[src/common/sample_pkg.sv]
`default_nettype none

package sample_pkg;

	////////////////////////////////////////////////////////////
	// sample and beat formats
	////////////////////////////////////////////////////////////

	localparam int BLOCK_IDX_W = 4; // up to 16 blocks
	localparam int MEM_ADDR_W = 8; // 256 stored pairs max

	typedef logic signed [15:0] sample_t; // filtered sample

	// fifo and memory word, i in the upper half
	typedef struct packed {
		sample_t i;
		sample_t q;
	} iq_pair_t;

	typedef struct packed {
		iq_pair_t pair;
		logic [BLOCK_IDX_W-1:0] blk; // block index
		logic last; // final pair of the block
	} out_beat_t;

endpackage

`default_nettype wire

[src/common/ctrl_pkg.sv]
`default_nettype none

package ctrl_pkg;

	////////////////////////////////////////////////////////////
	// control encodings
	////////////////////////////////////////////////////////////

	typedef enum logic [1:0] {
		cap_idle = 2'd0, // waiting for a qualified edge
		cap_arming = 2'd1, // arm delay running
		cap_capturing = 2'd2, // pairs go into the fifo
		cap_wait_readback = 2'd3 // until the reader is finished
	} cap_state_t;

	localparam int CREDIT_W = 4;

	// output credits, also used for the in-flight reads
	typedef logic [CREDIT_W-1:0] credit_t;

endpackage

`default_nettype wire

[src/readback/block_reader.sv]
`timescale 1ns/100ps
`default_nettype none

module block_reader #(
	parameter int BURST_LEN = 16,
	parameter int NUM_BLOCKS = 4,
	parameter int OUT_CREDITS = 4
) (
	input wire logic phy_clk,
	input wire logic rst_n1,
	input wire logic stored,
	output logic [sample_pkg::MEM_ADDR_W-1:0] rd_addr,
	input wire sample_pkg::iq_pair_t rd_pair,
	output sample_pkg::out_beat_t out_beat,
	output logic out_valid,
	input wire logic credit_return,
	output logic readback_done
);
	import sample_pkg::*;
	import ctrl_pkg::*;

	localparam int BEAT_W = $clog2(BURST_LEN+1);

	credit_t credit_cnt; // beats the consumer can still take
	credit_t inflight; // reads not yet sent out
	logic [BEAT_W-1:0] beat_cnt;
	logic [BLOCK_IDX_W-1:0] blk_cnt;
	logic all_issued;
	logic issue;
	logic issue_last;
	logic s1_valid, s1_last; // memory read stage
	logic [BLOCK_IDX_W-1:0] s1_blk;

	assign issue = stored && !all_issued && (credit_cnt > inflight);
	assign issue_last = (beat_cnt == BEAT_W'(BURST_LEN-1));

	always_ff @(posedge phy_clk or negedge rst_n1) begin
		if (!rst_n1) begin
			rd_addr <= '0;
			beat_cnt <= '0;
			blk_cnt <= '0;
			all_issued <= 1'b0;
			credit_cnt <= credit_t'(OUT_CREDITS);
			inflight <= '0;
			s1_valid <= 1'b0;
			out_valid <= 1'b0;
			readback_done <= 1'b0;
		end else begin
			if (readback_done) begin
				rd_addr <= '0;
				beat_cnt <= '0;
				blk_cnt <= '0;
				all_issued <= 1'b0;
			end else if (issue) begin
				rd_addr <= rd_addr + 1'b1;
				beat_cnt <= issue_last ? '0 : beat_cnt + 1'b1;
				if (issue_last) blk_cnt <= blk_cnt + 1'b1;
				if (issue_last && blk_cnt == BLOCK_IDX_W'(NUM_BLOCKS-1)) all_issued <= 1'b1;
			end
			case ({out_valid, credit_return})
				2'b10: credit_cnt <= credit_cnt - 1'b1;
				2'b01: credit_cnt <= credit_cnt + 1'b1;
				default: credit_cnt <= credit_cnt;
			endcase
			case ({issue, out_valid})
				2'b10: inflight <= inflight + 1'b1;
				2'b01: inflight <= inflight - 1'b1;
				default: inflight <= inflight;
			endcase
			s1_valid <= issue;
			out_valid <= s1_valid;
			readback_done <= out_valid && out_beat.last &&
				(out_beat.blk == BLOCK_IDX_W'(NUM_BLOCKS-1)); // pulse after final beat
		end
	end

	// markers ride along with the read, data joins one cycle later
	always_ff @(posedge phy_clk) begin
		s1_blk <= blk_cnt;
		s1_last <= issue_last;
		out_beat.pair <= rd_pair;
		out_beat.blk <= s1_blk;
		out_beat.last <= s1_last;
	end

	a_credit_bound: assert property (@(posedge phy_clk) disable iff (!rst_n1)
		credit_cnt <= credit_t'(OUT_CREDITS))
		else $error("more credits returned than beats sent");

	a_valid_needs_credit: assert property (@(posedge phy_clk) disable iff (!rst_n1)
		out_valid |-> credit_cnt != '0)
		else $error("beat sent without credit");

endmodule

`default_nettype wire

[config.mk]
export PLATFORM = sky130hd
export DESIGN_NAME = block_reader
export DESIGN_NICKNAME = d
export VERILOG_FILES = /design/src/common/sample_pkg.sv /design/src/common/ctrl_pkg.sv /design/src/readback/block_reader.sv
export SDC_FILE = /design/constraint.sdc
export NUM_CORES = 1
export LEC_CHECK = 0
export BUFFER_PORTS_ARGS = -buffer_cell sky130_fd_sc_hd__buf_2
export CORE_MARGIN = 5
export CORE_UTILIZATION = 53
export DETAILED_ROUTE_END_ITERATION = 10
export GPL_TIMING_DRIVEN = 0
export HOLD_SLACK_MARGIN = 0.03
export PLACE_DENSITY = 0.83
export SLEW_MARGIN = 20
export SYNTH_ARGS = -nofsm -noshare
export SYNTH_HDL_FRONTEND = slang
export SYNTH_SLANG_ARGS = --single-unit
[constraint.sdc]
create_clock -name phy_clk -period 4.17 [get_ports phy_clk]
set_input_delay 0.2085 -clock phy_clk [delete_from_list [all_inputs] [get_ports phy_clk]]
set_output_delay 0.2085 -clock phy_clk [all_outputs]
set_load 0.02 [all_outputs]
# Word-level counts from Yosys, hierarchy flattened
# Cells that the tools add are included.
[word_totals]
regBits = 71
input_bits = 36
wordCells = 56
[op_classes]
n_addsub = 7
magnitude_cmp = 1
eq_ne = 7
muxes = 13
reduce_logical = 13
[ops]
columns = ["op", "count"]
rows = [
  ["$mux 8", 2],
  ["$pmux 4 s2", 2],
  ["$mux 5", 3],
  ["$add 4x1->4 const B", 3],
  ["$mux 4", 3],
  ["$reduce_bool 2->1", 5],
  ["$add 8x1->8 const B", 1],
  ["$eq 4x2->1 const B", 2],
  ["$sub 4x1->4 const B", 2],
  ["$add 5x1->5 const B", 1],
  ["$eq 5x4->1 const B", 1],
  ["$logic_and 1x1->1", 5],
  ["$eq 2x1->1 const B", 2],
  ["$eq 2x2->1 const B", 2],
  ["$gt 4x4->1", 1],
  ["$reduce_and 2->1", 2],
  ["$mux 1", 3],
  ["$logic_not 1->1", 1],
]

# Logic depth before layout (Yosys ltp)
[depth]
depth_word = 5
ltp_mapped = 13
depth_no_buf = 12

# Least setup slack after synthesis
# No wires, ideal clock.
[synth_timing]
path_kind = "flip-flop to flip-flop"
startpoint = "reg inflight[1]"
endpoint = "reg inflight[2]"
arrival_time_ns = 2.361
required_time_ns = 4.048
path_slack_ns = 1.686
path_stages_with_launch = 14
path_buffers = 1
synth_period_minus_slack_ns = 2.484
cell_sequence = "dfrtp_1 inv_1 ha_1 and2b_2 o211ai_4 a21o_1 buf_6 ha_1 xor2_1 ha_1 a21oi_1 xor2_1 nor2_1 xnor2_1"
[synth_between]
elab_chain_cells = 4
[synth_rtl]
columns = ["element", "line_no", "source"]
rows = [
  ["from (decl)", "block_reader.sv:25", "credit_t inflight;"],
  ["from (signal assigned)", "block_reader.sv:66", "2'b10: inflight <= inflight + 1'b1;"],
  ["from (signal assigned)", "block_reader.sv:67", "2'b01: inflight <= inflight - 1'b1;"],
  ["from (signal assigned)", "block_reader.sv:68", "default: inflight <= inflight;"],
  ["$gt 4x4->1", "block_reader.sv:34", "assign issue = stored && !all_issued && (credit_cnt > inflight);"],
  ["$logic_and 1x1->1", "block_reader.sv:34", ""],
  ["$eq 2x1->1 or $eq 2x2->1 (tied branches)", "block_reader.sv:65", "case ({issue, out_valid})"],
  ["$pmux 4 s2 or $reduce_bool 2->1 (tied branches)", "--", ""],
]
# Parallel ways exist; a longest one is shown, timed or not.
# A chain may end at the register's enable or synchronous reset.

# Worst setup path after layout
# Same ends and word-level chain as after synthesis.

==> results.md <==
- Syn_area_per_cell: 12.74 µm²
- Horizontal die dimension: a little under 80 µm
- Library cell with the highest instance count after synthesis: sky130_fd_sc_hd__dfxtp_1
- Area of the core: 4444 µm²
- Startpoint kind of the worst setup timing path: register
- Ant. Diodes: 0
- Clock root buffer master: sky130_fd_sc_hd__clkbuf_8
- Setup clock skew after layout: approximately 6.5 ps
- Hold depth: 3
- Iteration count of the initial detailed-routing pass: 4
- Final-layout worst hold slack: approximately 290 ps
- Flip-flop and latch count after synthesis: roughly 70
- DRT antenna net count: 0
- Area taken by multi-input logic gates: ~850 µm²
- Max frequency: 366.1 MHz
- Static leakage power: 1.735 nW
- Total detailed-routing wirelength: about 5900 µm
- Synth Cell Area: between 2000 and 2500 µm²
- Total setup violations reported at the end of the flow: 0
- Vias in the first global route: approximately 2200
- Antenna violations before repair: 0
- Power Density: between 600 and 700 nW/µm²
- Detailed-route wire length per cell: approximately 16 µm
- Fraction of final layout cells with drive strength greater than 1: 0.3415
- Proportion of register bits with asynchronous set or reset after synthesis: 0.4085
- WHS Endpoint: credit_cnt[2]
- Class of the most critical setup path: register to register
- # Post-CTS Setup Buffers: 0
- Fraction of the yosys area taken by sequential cells: 0.6344
- Vias per inst: 5.093
- Kind of capture point of the worst setup path: register
- Worst vdd rail ir drop: 0.3796 mV
- FF-to-FF Start: inflight[1]
- Largest net degree at the start of global routing: 30
- Final GP Congestion: just over 0.8
- Synth cell count leaders: sky130_fd_sc_hd__dfxtp_1, sky130_fd_sc_hd__dfrtp_1, sky130_fd_sc_hd__nor2_1
- Worst EP arrival: a little under 3000 ps
- Total half-perimeter wirelength after legalization and detailed placement: about 3500 µm
- Total of warnings raised by yosys: 0
- Cell type of the slowest stage on the worst timing path: sky130_fd_sc_hd__dfrtp_1
- Die Outline Area: approximately 6100 µm²
- Path class of the lowest-slack min-delay path: input pin to register
- Transition time of the tightest slew-check pin: 672.0 ps
- Syn nets: about 240
- Maximum count of clock buffers along a single path: 2
- Flop-to-flop setup slack: approximately 1400 ps
- Share of the cycle needed by the critical path after routing: 0.6550
- Ordered cell list for the critical path: inv_1 > ha_1 > and2b_2 > o211ai_4 > a21o_1 > buf_6 > ha_1 > xor2_1 > ha_1 > a21oi_1 > xor2_1 > nor2_1 > xnor2_1
- Clock latency on the worst-skew pair: roughly 340 ps
- Site row count: 24
- Number of filler cells placed in the layout: between 200 and 300
- Maxcap violations: 0
- Max incr delay on CP: about 440 ps
- Pins Over Slew Limit: 0
- I/O pin count: slightly above 80
- Flip-flop cell with the highest count after synthesis: sky130_fd_sc_hd__dfxtp_1
- Cell count after synthesis: 194
- Setup repair after global routing missed its margin: no
- Die height: roughly 78 µm
- Initial Utilization: 0.5560
- DR iter-0 viols: 87
- Final global-route overflow total: 0
- Origin of the worst min-delay path: credit_return
- Cell seen most often among critical-path stages: sky130_fd_sc_hd__ha_1
- Remaining max-slew budget at the tightest pin: 0.5520
- Number of enable-type register cells in the synthesized netlist: 0
- Share of the synthesized area in the top cell type: 0.3403
- End-of-flow core utilization: 0.7889
- Via total after detailed routing: between 1500 and 2000
- Biggest area contributors in the synthesized netlist: sky130_fd_sc_hd__dfxtp_1, sky130_fd_sc_hd__dfrtp_1, sky130_fd_sc_hd__ha_1
- Clock tree from TritonCTS: yes
- Wire length of the first global-routing pass: approximately 10000 µm
- Yosys top cell by area: sky130_fd_sc_hd__dfxtp_1
- Count of cells along the worst register-to-register path: 13
- Count of different cell masters after synthesis: 42
- Layout-stage area growth over the synthesis result: 41.87%
- Flip-flop and latch area: roughly 1600 µm²
- Global-route total usage across every layer: 0.2145
- Clock input transition at the sequential cells of the worst setup and hold paths: 70 ps
- TritonCTS Sinks: 71
- Crit path time final: around 2700 ps
- Setup Total Neg Slack: 0 ps
- H-tree levels: 3
- Remaining design rule violation count: 0
- TritonCTS buffer count: 9
- Required time at the worst-slack endpoint: 4400 ps
- Final number of hold-violating endpoints: 0
- Worst reg2reg path endpoint: inflight[2]
- PortBufs: 82
- Highest fanout seen on the critical path: 8
- Net count reported at finish: 370
- Outcome: finished, final reports clean
worst max-delay path by stage:
stage                            from           to  slack [ps]  cells after the start
after global placement    inflight[1]  inflight[2]        1540                     13
after detailed placement  inflight[1]  inflight[2]        1480                     13
after global routing      inflight[1]  inflight[2]        1200                     13
after CTS                 inflight[1]  inflight[2]        1450                     13
final                     inflight[1]  inflight[2]        1440                     13
after floorplan           inflight[1]  inflight[2]        1690                     13
layer usage:
metal	routed length (µm)	vias up	track usage
met5	0	-	0
met4	112	0	0.07343
met3	527	12	0.09725
met2	2776	75	0.3510
met1	2512	917	0.2511
li1	-	916	-
state kept, by name (all words and copies together) (netlist names), 4 cells and up:
signal	cells
out_beat	37
rd_addr	8
s1_blk	4
credit_cnt	4
inflight	4
blk_cnt	4
beat_cnt	5
logic make-up (layout without fill, tap and decap cells):
family / Yosys count / count (layout) / synth area share
compound gates: 26 / 26 / 0.08101
buf+inv: 12 / 143 / 0.02127
fa+ha+maj: 14 / 14 / 0.07393
simple gates: 48 / 48 / 0.1028
xor+xnor: 16 / 16 / 0.05671
flops: 71 / 71 / 0.6344
mux: 7 / 7 / 0.02987
area by class of cell:
class	count	area share
Tap cell	52	0.01856
Timing Repair Buffer	115	0.2113
Multi-Input combinational cell	111	0.2427
Clock inverter	6	0.02605
Sequential cell	71	0.4472
Inverter	9	0.009636
Buffer	3	0.005353
Clock buffer	10	0.03926
critical path, delay by kind of cell (launching register included):
family                   cells  cell delay [ps]
flip-flops                   1              440
AND/OR/NAND/NOR              2              280
XOR/XNOR                     3              370
buffers and inverters        2              230
AO/OA/AOI/OAI                3              570
adder cells (fa/ha/maj)      3              730
placed cells by master (no fill, tap or decap), types with 2 or more instances in the layout:
master and instances:
sky130_fd_sc_hd__clkbuf_8 10, sky130_fd_sc_hd__nor2b_1 2, sky130_fd_sc_hd__ha_1 13, sky130_fd_sc_hd__xnor2_1 13, sky130_fd_sc_hd__xor2_1 3, sky130_fd_sc_hd__a21o_1 3, sky130_fd_sc_hd__a211oi_1 3, sky130_fd_sc_hd__and2b_1 2
sky130_fd_sc_hd__nor2_1 18, sky130_fd_sc_hd__a21oi_1 7, sky130_fd_sc_hd__dlygate4sd3_1 33, sky130_fd_sc_hd__nand4_1 3, sky130_fd_sc_hd__nand2_1 3, sky130_fd_sc_hd__clkbuf_1 2, sky130_fd_sc_hd__nor3_1 3, sky130_fd_sc_hd__buf_2 82
sky130_fd_sc_hd__or3_1 2, sky130_fd_sc_hd__bufinv_16 2, sky130_fd_sc_hd__clkinv_4 2, sky130_fd_sc_hd__mux2i_1 4, sky130_fd_sc_hd__nand3_1 7, sky130_fd_sc_hd__o21ai_0 3, sky130_fd_sc_hd__dfrtp_1 28, sky130_fd_sc_hd__inv_1 8
sky130_fd_sc_hd__mux2_2 2, sky130_fd_sc_hd__o211a_1 2, sky130_fd_sc_hd__a21oi_2 2, sky130_fd_sc_hd__dfxtp_1 42
stage by stage:
stage	setup WS [ps]	power (W)	instance area, µm²	std cells
6_report	1439	0.002281	3506	377
2_1_floorplan	1686	0.001460	2471	194
3_3_place_gp	1537	0.001608	2947	328
5_1_grt	1199	0.002441	3506	377
4_1_cts	1450	0.002278	3506	377
3_5_place_dp	1477	0.001645	2947	328
power breakdown:
| group | switching [W] | total, W | internal, W |
|---|---|---|---|
| registers | 0.000104 | 0.000906 | 0.000801 |
| clock network | 0.000266 | 0.000622 | 0.000356 |
| logic | 0.000408 | 0.000753 | 0.000345 |
repair_timing:
action / in CTS / in global routing
hold buffers: 33 / 0
gates resized for setup: 0 / 0
hold endpoints to repair: 60 / 0
(Power assumes the default switching activity.)
