[config.mk]
export PLATFORM = sky130hd
export DESIGN_NAME = capture_ctrl
export DESIGN_NICKNAME = d
export VERILOG_FILES = /design/src/common/sample_pkg.sv /design/src/common/ctrl_pkg.sv /design/src/capture/capture_ctrl.sv
export SDC_FILE = /design/constraint.sdc
export NUM_CORES = 1
export LEC_CHECK = 0
export ABC_AREA = 0
export BUFFER_PORTS_ARGS = -buffer_cell sky130_fd_sc_hd__buf_4
export CAP_MARGIN = 25
export CORE_AREA = 4 4 69 71
export CTS_CLUSTER_DIAMETER = 50
export DETAILED_ROUTE_END_ITERATION = 8
export DIE_AREA = 0 0 73 75
export PLACE_DENSITY = 0.76
export SKIP_CTS_REPAIR_TIMING = 1
export SLEW_MARGIN = 20
export SYNTH_ARGS = -nofsm -noshare
export SYNTH_HDL_FRONTEND = slang
export SYNTH_SLANG_ARGS = --single-unit
[constraint.sdc]
create_clock -name phy_clk -period 3.27 [get_ports phy_clk]
set_input_delay 0.1635 -clock phy_clk [delete_from_list [all_inputs] [get_ports phy_clk]]
set_output_delay 0.1635 -clock phy_clk [all_outputs]
set_load 0.005 [all_outputs]
[src/common/sample_pkg.sv]
`default_nettype none

package sample_pkg;

	////////////////////////////////////////////////////////////
	// sample and beat formats
	////////////////////////////////////////////////////////////

	localparam int BLOCK_IDX_W = 4; // up to 16 blocks
	localparam int MEM_ADDR_W = 8; // 256 stored pairs max

	typedef logic signed [15:0] sample_t; // filtered sample

	// fifo and memory word, i in the upper half
	typedef struct packed {
		sample_t i;
		sample_t q;
	} iq_pair_t;

	typedef struct packed {
		iq_pair_t pair;
		logic [BLOCK_IDX_W-1:0] blk; // block index
		logic last; // final pair of the block
	} out_beat_t;

endpackage

`default_nettype wire

[src/common/ctrl_pkg.sv]
`default_nettype none

package ctrl_pkg;

	////////////////////////////////////////////////////////////
	// control encodings
	////////////////////////////////////////////////////////////

	typedef enum logic [1:0] {
		cap_idle = 2'd0, // waiting for a qualified edge
		cap_arming = 2'd1, // arm delay running
		cap_capturing = 2'd2, // pairs go into the fifo
		cap_wait_readback = 2'd3 // until the reader is finished
	} cap_state_t;

	localparam int CREDIT_W = 4;

	// output credits, also used for the in-flight reads
	typedef logic [CREDIT_W-1:0] credit_t;

endpackage

`default_nettype wire

[src/capture/capture_ctrl.sv]
`timescale 1ns/100ps
`default_nettype none

module capture_ctrl #(
	parameter int ARM_DELAY = 32,
	parameter int NUM_BLOCKS = 4,
	parameter int BURST_LEN = 16
) (
	input wire logic phy_clk,
	input wire logic rst_n1,
	input wire logic trigger,
	input wire sample_pkg::iq_pair_t in_pair,
	input wire logic in_valid,
	input wire logic readback_done,
	output logic push,
	output sample_pkg::iq_pair_t push_pair,
	output logic busy
);
	import ctrl_pkg::*;

	localparam int TOTAL = NUM_BLOCKS * BURST_LEN;
	localparam int ARM_W = $clog2(ARM_DELAY+1);
	localparam int PAIR_W = $clog2(TOTAL+1);

	logic trig_s1, trig_s2; // synchronizer
	logic trig_d1, trig_d2, trig_d3; // sample history
	logic edge_ok;
	cap_state_t state;
	logic [ARM_W-1:0] arm_cnt;
	logic [PAIR_W-1:0] pair_cnt;
	logic accept;

	////////////////////////////////////////////////////////////
	// trigger qualification for high high low low
	////////////////////////////////////////////////////////////

	always_ff @(posedge phy_clk or negedge rst_n1) begin
		if (!rst_n1) begin
			trig_s1 <= 1'b0;
			trig_s2 <= 1'b0;
			trig_d1 <= 1'b0;
			trig_d2 <= 1'b0;
			trig_d3 <= 1'b0;
		end else begin
			trig_s1 <= trigger;
			trig_s2 <= trig_s1;
			trig_d1 <= trig_s2;
			trig_d2 <= trig_d1;
			trig_d3 <= trig_d2;
		end
	end

	assign edge_ok = !trig_s2 && !trig_d1 && trig_d2 && trig_d3;

	////////////////////////////////////////////////////////////
	// capture sequencer
	////////////////////////////////////////////////////////////

	assign accept = (state == cap_capturing) && in_valid;
	assign busy = (state != cap_idle);

	always_ff @(posedge phy_clk or negedge rst_n1) begin
		if (!rst_n1) begin
			state <= cap_idle;
			arm_cnt <= '0;
			pair_cnt <= '0;
			push <= 1'b0;
		end else begin
			push <= accept;
			case (state)
				cap_idle: begin
					if (edge_ok) state <= cap_arming; // ignored while busy
					arm_cnt <= '0;
					pair_cnt <= '0;
				end
				cap_arming: begin
					arm_cnt <= arm_cnt + 1'b1;
					if (arm_cnt == ARM_W'(ARM_DELAY-1)) state <= cap_capturing;
				end
				cap_capturing: begin
					if (accept) begin
						pair_cnt <= pair_cnt + 1'b1;
						if (pair_cnt == PAIR_W'(TOTAL-1)) state <= cap_wait_readback;
					end
				end
				default: begin
					if (readback_done) state <= cap_idle;
				end
			endcase
		end
	end

	always_ff @(posedge phy_clk) begin
		push_pair <= in_pair;
	end

	// registered push may trail into wait_readback by one cycle
	a_push_in_capture: assert property (@(posedge phy_clk) disable iff (!rst_n1)
		push |-> (state == cap_capturing) || (state == cap_wait_readback))
		else $error("push outside the capturing state");

endmodule

`default_nettype wire

---- Word level (Yosys, flattened, before mapping) ----
Index checks and enable logic that the tools add are counted.
Widths: inputs -> output; s select.
word-level totals
  flip-flop bits (word level) ............. 53
  logic and storage cells ................. 43
  input port bits ......................... 37
  output and inout port bits .............. 34
operators by class
  eq/ne operators ......................... 8
  multiplexer cells ....................... 9
  add/sub/neg operators ................... 2
  reduce and logical (&&, ||, !) cells .... 13
operators by type and width
  operator             count
  $pmux 7 s2           1
  $pmux 6 s2           1
  $mux 2               5
  $add 7x1->7 const B  1
  $eq 7x6->1 const B   1
  $mux 7               1
  $add 6x1->6 const B  1
  $eq 6x5->1 const B   1
  $ne 2x2->1 const B   3
  $pmux 2 s3           1
  $reduce_bool 2->1    3
  $reduce_and 5->1     1
  $logic_and 1x1->1    4
  $reduce_bool 4->1    1
  $eq 2x1->1 const B   1
  $eq 2x2->1 const B   1
  $logic_not 1->1      2
  $logic_not 2->1      1
  $ne 2x1->1 const B   1
  $reduce_and 2->1     1

---- Logic depth before layout (Yosys ltp) ----
Gate-level depths: netlist of run 1.
  word-level depth ........................ 6
  mapped depth ............................ 7
  mapped depth without buffers ............ 7

---- Worst setup path before layout of run 1 ----
Ideal clock, no wire load.
  path type ............................... reg2reg
  start ................................... reg state[0]
  end ..................................... reg state[1]
  path buffers ............................ 0
  slack ................................... 1.706 ns
  cell stages (with the launch flop) ...... 7
  period minus slack after synthesis ...... 1.564 ns
  data arrival time ....................... 1.437 ns
  library setup time ...................... 0.128 ns
  cell sequence ........................... dfrtp_1 -> inv_1 -> ha_1 -> nor4_1 -> a21oi_1 -> o2111ai_1 -> mux2_1
between the ends
  cells in the longest elaborated chain, start to end .. 4
  elaborated cells on any way between the ends .. 11
  those cells by class .................... 6 x eq/ne; 1 x mux; 4 x reduce/logical
ends and longest elaborated chain
  element                            RTL line                                RTL
  start: declaration                 capture_ctrl.sv:28                      cap_state_t state;
  start signal: assignment           capture_ctrl.sv:64                      state <= cap_idle;
  start signal: assignment           capture_ctrl.sv:72                      if (edge_ok) state <= cap_arming;
  start signal: assignment           capture_ctrl.sv:78                      if (arm_cnt == ARM_W'(ARM_DELAY-1)) state <= cap_capturing;
  $eq 2x2->1                         capture_ctrl.sv:59, capture_ctrl.sv:70
  $logic_and 1x1->1                  capture_ctrl.sv:59                      assign accept = (state == cap_capturing) && in_valid;
  $ne 2x2->1 (no source line)        n/a
  $reduce_and 5->1 (no source line)  n/a
Parallel ways exist; a longest one is shown, timed or not.
A chain may end at the register's enable or synchronous reset.

---- Final worst setup path of run 1 ----
  start ................................... reg state[1]
  end ..................................... reg state[1]
Same word-level chain as after synthesis.

==> results of run 1 <==
[state kept, by name, summed over array words and instances, names as in the netlist]
register	cells
arm_cnt	6
pair_cnt	7
push	1
push_pair	32
state	2
trig_d1	1
trig_d2	1
trig_d3	1
trig_s1	1
trig_s2	1
[stage by stage]
stage,setup slack [ps],power (W)
finish,1580,0.00128
global route,1370,0.00134
floorplan,1710,0.000781
global placement,1640,0.000861
detailed placement,1580,0.000868
CTS,1570,0.00126
[cells in the mapped netlist (2+ instances only)]
master / n / share of area [%]
dfrtp_1: 21 / 33
a22o_1: 2 / 1.1
nand4_1: 3 / 1.2
dfxtp_1: 32 / 40
nand2_2: 3 / 1.2
nand2_1: 5 / 1.2
xor2_1: 3 / 1.6
a21oi_1: 3 / 0.94
nand3_1: 3 / 0.94
o21ai_0: 6 / 1.9
nand2b_1: 2 / 0.78
nor2_1: 5 / 1.2
ha_1: 5 / 3.9
inv_1: 4 / 0.94
[power by group through the flow]
stage | Clock, W | Combinational (W) | Sequential [W]
2_1_floorplan | 0 | 0.0000438 | 0.000737
3_3_place_gp | 0 | 0.000122 | 0.000739
3_5_place_dp | 0 | 0.000127 | 0.000740
4_1_cts | 0.000403 | 0.000127 | 0.000727
5_1_grt | 0.000434 | 0.000176 | 0.000735
6_report | 0.000394 | 0.000160 | 0.000728
[layer usage]
metal / global-route usage (%) / vias to the layer above
met1: 14.7 / 579
met2: 19.0 / 63
met3: 11.1 / 4
met4: 6.15 / 0
met5: 0 / -
li1: - / 618
[layout make-up]
cell class / instances / area, um2
fillers: 312 / 1620
clock buffers: 6 / 82.6
inverters: 5 / 18.8
clock inverters: 2 / 17.5
well taps: 52 / 65.1
repair buffers: 104 / 866
multi-input cells: 58 / 398
flip-flops and latches: 53 / 1170
[critical path, delay by kind of cell, from the launching register on]
kind	cells	cell delay [ps]
muxes	1	340
buffers and inverters	1	80
AOI/OAI and AO/OA	2	340
and+or+nand+nor	1	90
DFF	1	400
adders and majority gates	1	340
[final timing paths]
check	slack, ps	end	depth (start not counted)
max reg2reg	1580	state[1]$_DFFE_PN0P_	6
min	180	pair_cnt[6]$_DFFE_PN0P_	3
max in group asynchronous	2790	arm_cnt[3]$_DFFE_PN0N_	2
max	1580	state[1]$_DFFE_PN0P_	6
min in group asynchronous	270	pair_cnt[5]$_DFFE_PN0P_	2
min reg2reg	360	trig_s2$_DFF_PN0_	0
[cells in the final DEF, fill, tap and decap left out, types with 4 or more instances in the layout]
cell type and count:
nor2_1 5, clkbuf_8 6, nand2_1 5, o21ai_0 6, dfrtp_1 21, dfxtp_1 32, dlygate4sd3_1 34, buf_4 70
ha_1 5, inv_1 4
[kinds of logic (layout without fill, tap and decap cells)]
logic type	Yosys count	after routing
AO/OA/AOI/OAI	19	19
flip-flops	53	53
adder cells (fa/ha/maj)	5	5
buffers and inverters	6	117
AND/OR/NAND/NOR	28	28
XOR/XNOR	3	3
multiplexers	3	3
==> metrics, run 1 <==
status finished, final reports clean; grt total ovfl 0; Hold WC Path Type in -> reg; synth unique cells 34; post-layout util 61.7%; type of the worst setup path reg -> reg; Max stage delay on crit path 400 ps; share of flip-flops with an asynchronous set or reset 39.6%; wl on met1 1.73 mm; worst skew pair latency 300 ps; gr usage total 13.5%; Antenna diodes 0; ys flop type dfxtp_1; main combinational cell family by area after synthesis simple AND/OR/NAND/NOR gates; Worst path slowest cell dfrtp_1; Slew @ Worst Pin 315 ps; gpl congestion 0.812; type of element launching the critical path flop; Core Area 4230 um2; Synth Area in XOR/XNOR 1.65%; placed inst area 2170 um2; worst-path fanout max 11; leakage 1.23 nW; Vias/cell 4.51; slew margin rel. 79.0%; hold path start in_valid; Clock Path Buffers 2; layout overhead on the synthesized area 64.0%; Cell Area, Synth 1590 um2; setup_tns 0 ps; IO Port Bufs 70; crit path capture type flop; Sink Count 53; register area share after synthesis 73.2%; layout cells sized above 1 36.8%; Starting Density 37.6%; RSZ-0062 raised after global routing false; TritonCTS Buffers 5; Synthesized Nets 159; worst-path cell chain inv_1 -> ha_1 -> nor4_1 -> a21oi_1 -> o2111ai_1 -> mux2_1; DRC violations left 0; DRT Pass-1 Iters 2; Synth Area in Adders 3.92%; DR vias 1264; top sig layer met4; Tmin final 1690 ps; Max Slew Vio Count 0; Die Y 75 um; worst-case hold slack 177 ps; CTS tree built; post-synthesis mux area share 2.04%; H-tree depth 2; Simple-Gate Fraction of Synth Area 9.34%; vias in the first global route 1241; Setup crit start state[1]$_DFFE_PN0P_; # rows 24; Total Wirelength 4.04 mm; die width 73 um; max-cap violation count 0; Post-synth EDFFs 0; Clk network pwr share 30.7%; Gate Count Post-Synth 117; Internal 0.000975 W; power share of the sequential group 56.8%; routed wl met3 558 um; final setup vio count 0; Synth Area per Inst 13.6 um2; detailed placer's ending HPWL 2.55 mm; die area 5480 um2; wire length on met2 1.70 mm; first-pass GRT wire length 5.51 mm; Layout Nets 269; Critical Path RT 3460 ps; Reg clk slew, reported paths 90 ps; #FFs+latches synth 53; Max VDD drop 0.000358 V; period utilization 51.8%; R2R Path Start state[1]$_DFFE_PN0P_; Setup Skew 2.83 ps; starting DRC count in detailed routing 86; Fin. Hold Viols 0; final std cells w/o fill 280; antenna viol nets, final 0; Gate power share 12.5%; design area 2610 um2; PD cells 490 nW/um2; dpl cells 238; initial antenna violation count 0; warning count from the yosys run 0; f_max 590 MHz; CP arrival 1890 ps; switching share of power 24.0%; switching power 0.000307 W; Synth Area in Compound Gates 8.01%; I/O pins 71; Routed wire per std cell 14.4 um; largest net degree at the start of global routing 22; Root Driver clkbuf_8
No activity file was read; power rests on OpenSTA's default activity.
==> inputs of run 2 (changes only) <==
--- a/config.mk
+++ b/config.mk
@@ -12,7 +12,7 @@
 export CTS_CLUSTER_DIAMETER = 50
 export DETAILED_ROUTE_END_ITERATION = 8
 export DIE_AREA = 0 0 73 75
-export PLACE_DENSITY = 0.76
+export PLACE_DENSITY = 0.79
 export SKIP_CTS_REPAIR_TIMING = 1
 export SLEW_MARGIN = 20
 export SYNTH_ARGS = -nofsm -noshare
==> constraint.sdc (replaced) <==
create_clock -name phy_clk -period 1.5 [get_ports phy_clk]
set_input_delay 0.075 -clock phy_clk [delete_from_list [all_inputs] [get_ports phy_clk]]
set_output_delay 0.075 -clock phy_clk [all_outputs]
set_load 0.005 [all_outputs]
==> metrics, run 2 (synthesized netlist as in run 1, its figures left out) <==
crit path capture type flop; Max Slew Vio Count 0; I/O pins 71; post-layout util 65.7%; Routed wire per std cell 14.1 um; Core Area 4230 um2; IO Port Bufs 70; WHS Path Cells 3; status complete, but fails checks; detailed placer's ending HPWL 2.54 mm; Hold WC Path Type in -> reg; vias in the first global route 1248; Starting Density 37.6%; period utilization 103%; TritonCTS Buffers 5; Worst Setup Slack, final -52.4 ps; Root Driver clkbuf_8; Clock Path Buffers 2; Biggest register push_pair; f_max 644 MHz; M3 GR Usage 10.1%; Setup Skew 7.81 ps; PD cells 1020 nW/um2; starting DRC count in detailed routing 56; DRC violations left 0; worst-path fanout max 3; die width 73 um; first-pass GRT wire length 5.09 mm; most common cell after layout, fill and taps aside buf_4; Fin. Hold Viols 0; Antenna diodes 0; Vias/cell 4.56; H-tree depth 2; leakage 1.29 nW; M2 GR Usage 18.7%; flop-to-flop setup slack -50 ps; CTS tree built; Total Wirelength 4.09 mm; layout cells sized above 1 45.0%; grt total ovfl 0; path depth of the worst reg2reg path 6; hold path start in_valid; Die Y 75 um; R2R Path Start state[1]$_DFFE_PN0P_; worst skew pair latency 300 ps; type of element launching the critical path flop; gpl congestion 0.674; Reg clk slew, reported paths 90 ps; largest net degree at the start of global routing 22; # rows 24; antenna viol nets, final 0; Fillers 280; layout overhead on the synthesized area 74.5%; max FFs per register 32; Critical Path RT 1680 ps; type of the worst setup path reg -> reg; max-cap violation count 0; Slew @ Worst Pin 288 ps; Sink Count 53; Hold EP pair_cnt[6]$_DFFE_PN0P_; most frequent cells in the layout buf_4, dlygate4sd3_1, dfxtp_1, dfrtp_1; initial antenna violation count 0; CP arrival 1740 ps; RR Endpoint state[1]$_DFFE_PN0P_; DR vias 1322; design area 2780 um2; Layout Nets 279; final setup vio count 1; RSZ-0062 raised after global routing true; Max VDD drop 0.000743 V; Largest regs push_pair x32, pair_cnt x7, arm_cnt x6; gr busiest metal met2; placed inst area 2250 um2; gr usage total 12.3%; DRT Pass-1 Iters 4; Tmin final 1550 ps; met1 usage 12.5%; die area 5480 um2; violated checks setup timing; slew margin rel. 80.6%
run 2: final cells by class:
type                            instances  area [um2]  area share, %
Sequential cell                        53        1170           41.9
Timing Repair Buffer                  114         945           34.0
Multi-Input combinational cell         58         478           17.2
Clock buffer                            7        97.6           3.51
Tap cell                               52        65.1           2.34
Inverter                                5        21.3          0.765
Clock inverter                          1        8.76          0.315
run 2: worst max path at each step:
stage / start / slack, ps / end
final: state[1]$_DFFE_PN0P_ / -50 / state[1]$_DFFE_PN0P_
after CTS: state[1]$_DFFE_PN0P_ / -120 / state[1]$_DFFE_PN0P_
after global routing: state[1]$_DFFE_PN0P_ / -90 / state[1]$_DFFE_PN0P_
after floorplan: state[1]$_DFFE_PN0P_ / 0.5 / state[1]$_DFFE_PN0P_
after detailed placement: state[1]$_DFFE_PN0P_ / -100 / state[1]$_DFFE_PN0P_
after global placement: state[1]$_DFFE_PN0P_ / -50 / state[1]$_DFFE_PN0P_
run 2: metal layers:
metal  wire length [um]  share of wire, %
met1               1630                40
met2               1880                46
met4                 20              0.49
met5                  0                 0
met3                557                14
run 2: metrics by stage:
stage               total power, W  setup WS [ps]  cells  hold slack [ps]  TNS [ps]
floorplan                  0.00170          0.522    117             -221         0
global placement           0.00189          -47.7    246            -30.1     -47.7
detailed placement         0.00190          -97.1    246            -27.0     -97.1
CTS                        0.00278           -115    254             -362      -115
global route               0.00299          -90.7    290              129      -202
finish                     0.00284          -52.4    290              125     -52.4
run 2: power breakdown:
group          internal [W]  leakage (nW)  switching [W]
Combinational      0.000234         0.709       0.000136
Sequential          0.00152         0.532      0.0000677
Clock              0.000438        0.0540       0.000450
run 2: worst max-delay path, stage by stage (launching register included):
cell       delay, ps
dfrtp_1          420
inv_2             70
ha_2             200
nor4_4           270
a21oi_2           70
o2111ai_2         90
mux2_4           320
==> inputs of run 3 (changes only) <==
--- a/config.mk
+++ b/config.mk
@@ -13,6 +13,7 @@
 export DETAILED_ROUTE_END_ITERATION = 8
 export DIE_AREA = 0 0 73 75
 export PLACE_DENSITY = 0.79
+export REMOVE_ABC_BUFFERS = 1
 export SKIP_CTS_REPAIR_TIMING = 1
 export SLEW_MARGIN = 20
 export SYNTH_ARGS = -nofsm -noshare
==> metrics, run 3 (synthesized netlist as in run 1, its figures left out) <==
period utilization 105%; most frequent cells in the layout buf_4, dlygate4sd3_1, dfxtp_1, dfrtp_1; Routed wire per std cell 17.1 um; Total Power 0.00289 W; Critical Path RT 1710 ps; DR vias 1398; Worst Setup Slack, final -72.0 ps; initial antenna violation count 0; TritonCTS Buffers 5; leakage 1.33 nW; Largest regs push_pair x32, pair_cnt x7, arm_cnt x6; Hold WC Path Type in -> reg; worst skew pair latency 310 ps; setup_tns -115 ps; final std cells w/o fill 298; max FFs per register 32; Die Y 75 um; die area 5480 um2; Top delay family on crit path flip-flops; Max VDD drop 0.000976 V; Antenna diodes 0; DRT Pass-1 Iters 4; Biggest register push_pair; layout cells sized above 1 47.6%; PD cells 1000 nW/um2; RSZ-0062 raised after global routing true; Sink Count 53; Max stage delay on crit path 420 ps; antenna viol nets, final 0; routed wl met3 432 um; I/O pins 71; slew margin rel. 80.5%; dpl cells 250; Vias/cell 4.69; status complete, but fails checks; H-tree depth 2; Starting Density 37.6%; worst-case hold slack 81.3 ps; wl on met1 1.95 mm; type of element launching the critical path flop; Layout Nets 287; wire length on met2 2.62 mm; Tmin final 1570 ps; Slew @ Worst Pin 289 ps; gpl congestion 0.711; worst-path cell chain buf_4 -> ha_4 -> nor4_4 -> a21oi_2 -> o2111ai_2 -> mux2_4; Total Wirelength 5.10 mm; crit path capture type flop; # rows 24; first-pass GRT wire length 5.47 mm; gr usage total 13.4%; CP bufs+invs 1; layout overhead on the synthesized area 80.9%; Fin. Hold Viols 0; top sig layer met4; CP arrival 1780 ps; Reg clk slew, reported paths 110 ps; CTS tree built; largest net degree at the start of global routing 22; Clock Path Buffers 2; design area 2880 um2; die width 73 um; Worst path slowest cell dfrtp_1; final setup vio count 2; most common cell after layout, fill and taps aside buf_4; Root Driver clkbuf_8; type of the worst setup path reg -> reg; starting DRC count in detailed routing 41; placed inst area 2260 um2; max-cap violation count 0; grt total ovfl 0; DRC violations left 0; detailed placer's ending HPWL 2.66 mm; worst-path fanout max 2; Max Slew Vio Count 0; f_max 636 MHz; violated checks setup timing; Setup Skew 10.4 ps; Core Area 4230 um2; IO Port Bufs 70; vias in the first global route 1267
[run 3: cell count changes in the layout (fill, tap and decap cells not counted), moves of 2 or more]
cell / change
buf_4: +4
buf_6: +4
ha_4: +2
nor2_2: +2
[run 3: layout make-up]
cell class / instances / area [um2]
clock buffer: 5 / 68.8
clock inverter: 3 / 28.8
fill: 255 / 1350
inverter: 5 / 23.8
multi-input combinational: 58 / 512
sequential: 53 / 1170
tap: 52 / 65.1
timing repair buffer: 122 / 1020
[run 3: worst paths after layout]
path | endpoint | slack [ps] | from | cells after the start
max reg2reg | state[1]$_DFFE_PN0P_ | -70 | state[0]$_DFFE_PN0P_ | 6
max | state[1]$_DFFE_PN0P_ | -70 | state[0]$_DFFE_PN0P_ | 6
min in group asynchronous | trig_d2$_DFF_PN0_ | 170 | rst_n1 | 2
min reg2reg | trig_s2$_DFF_PN0_ | 360 | trig_s1$_DFF_PN0_ | 0
min | pair_cnt[6]$_DFFE_PN0P_ | 80 | in_valid | 3
max in group asynchronous | arm_cnt[4]$_DFFE_PN0N_ | 1110 | rst_n1 | 2
[run 3: per-layer routing]
metal,global-route usage (%),up-vias
met2,21.0,62
met4,6.15,0
li1,-,656
met3,9.48,8
met1,13.7,672
met5,0,-
[run 3: report_power, final]
group | internal, W | total [W] | switching (W) | leakage [nW]
logic | 0.000267 | 0.000424 | 0.000156 | 0.750
clock network | 0.000350 | 0.000870 | 0.000520 | 0.0506
registers | 0.00152 | 0.00160 | 0.0000800 | 0.532
total | 0.00214 | 0.00289 | 0.000757 | 1.33
[run 3: worst min-delay path: stages]
cell and delay (ps):
buf_4 130, nand2_4 80, o41ai_1 80
[run 3: stage by stage]
stage | setup WS, ps | util [%]
after detailed placement | -101 | 53.5
after global routing | -124 | 68.1
after CTS | -185 | 55.8
final | -72.0 | 68.1
after floorplan | -64.3 | -
after global placement | -47.3 | 53.5
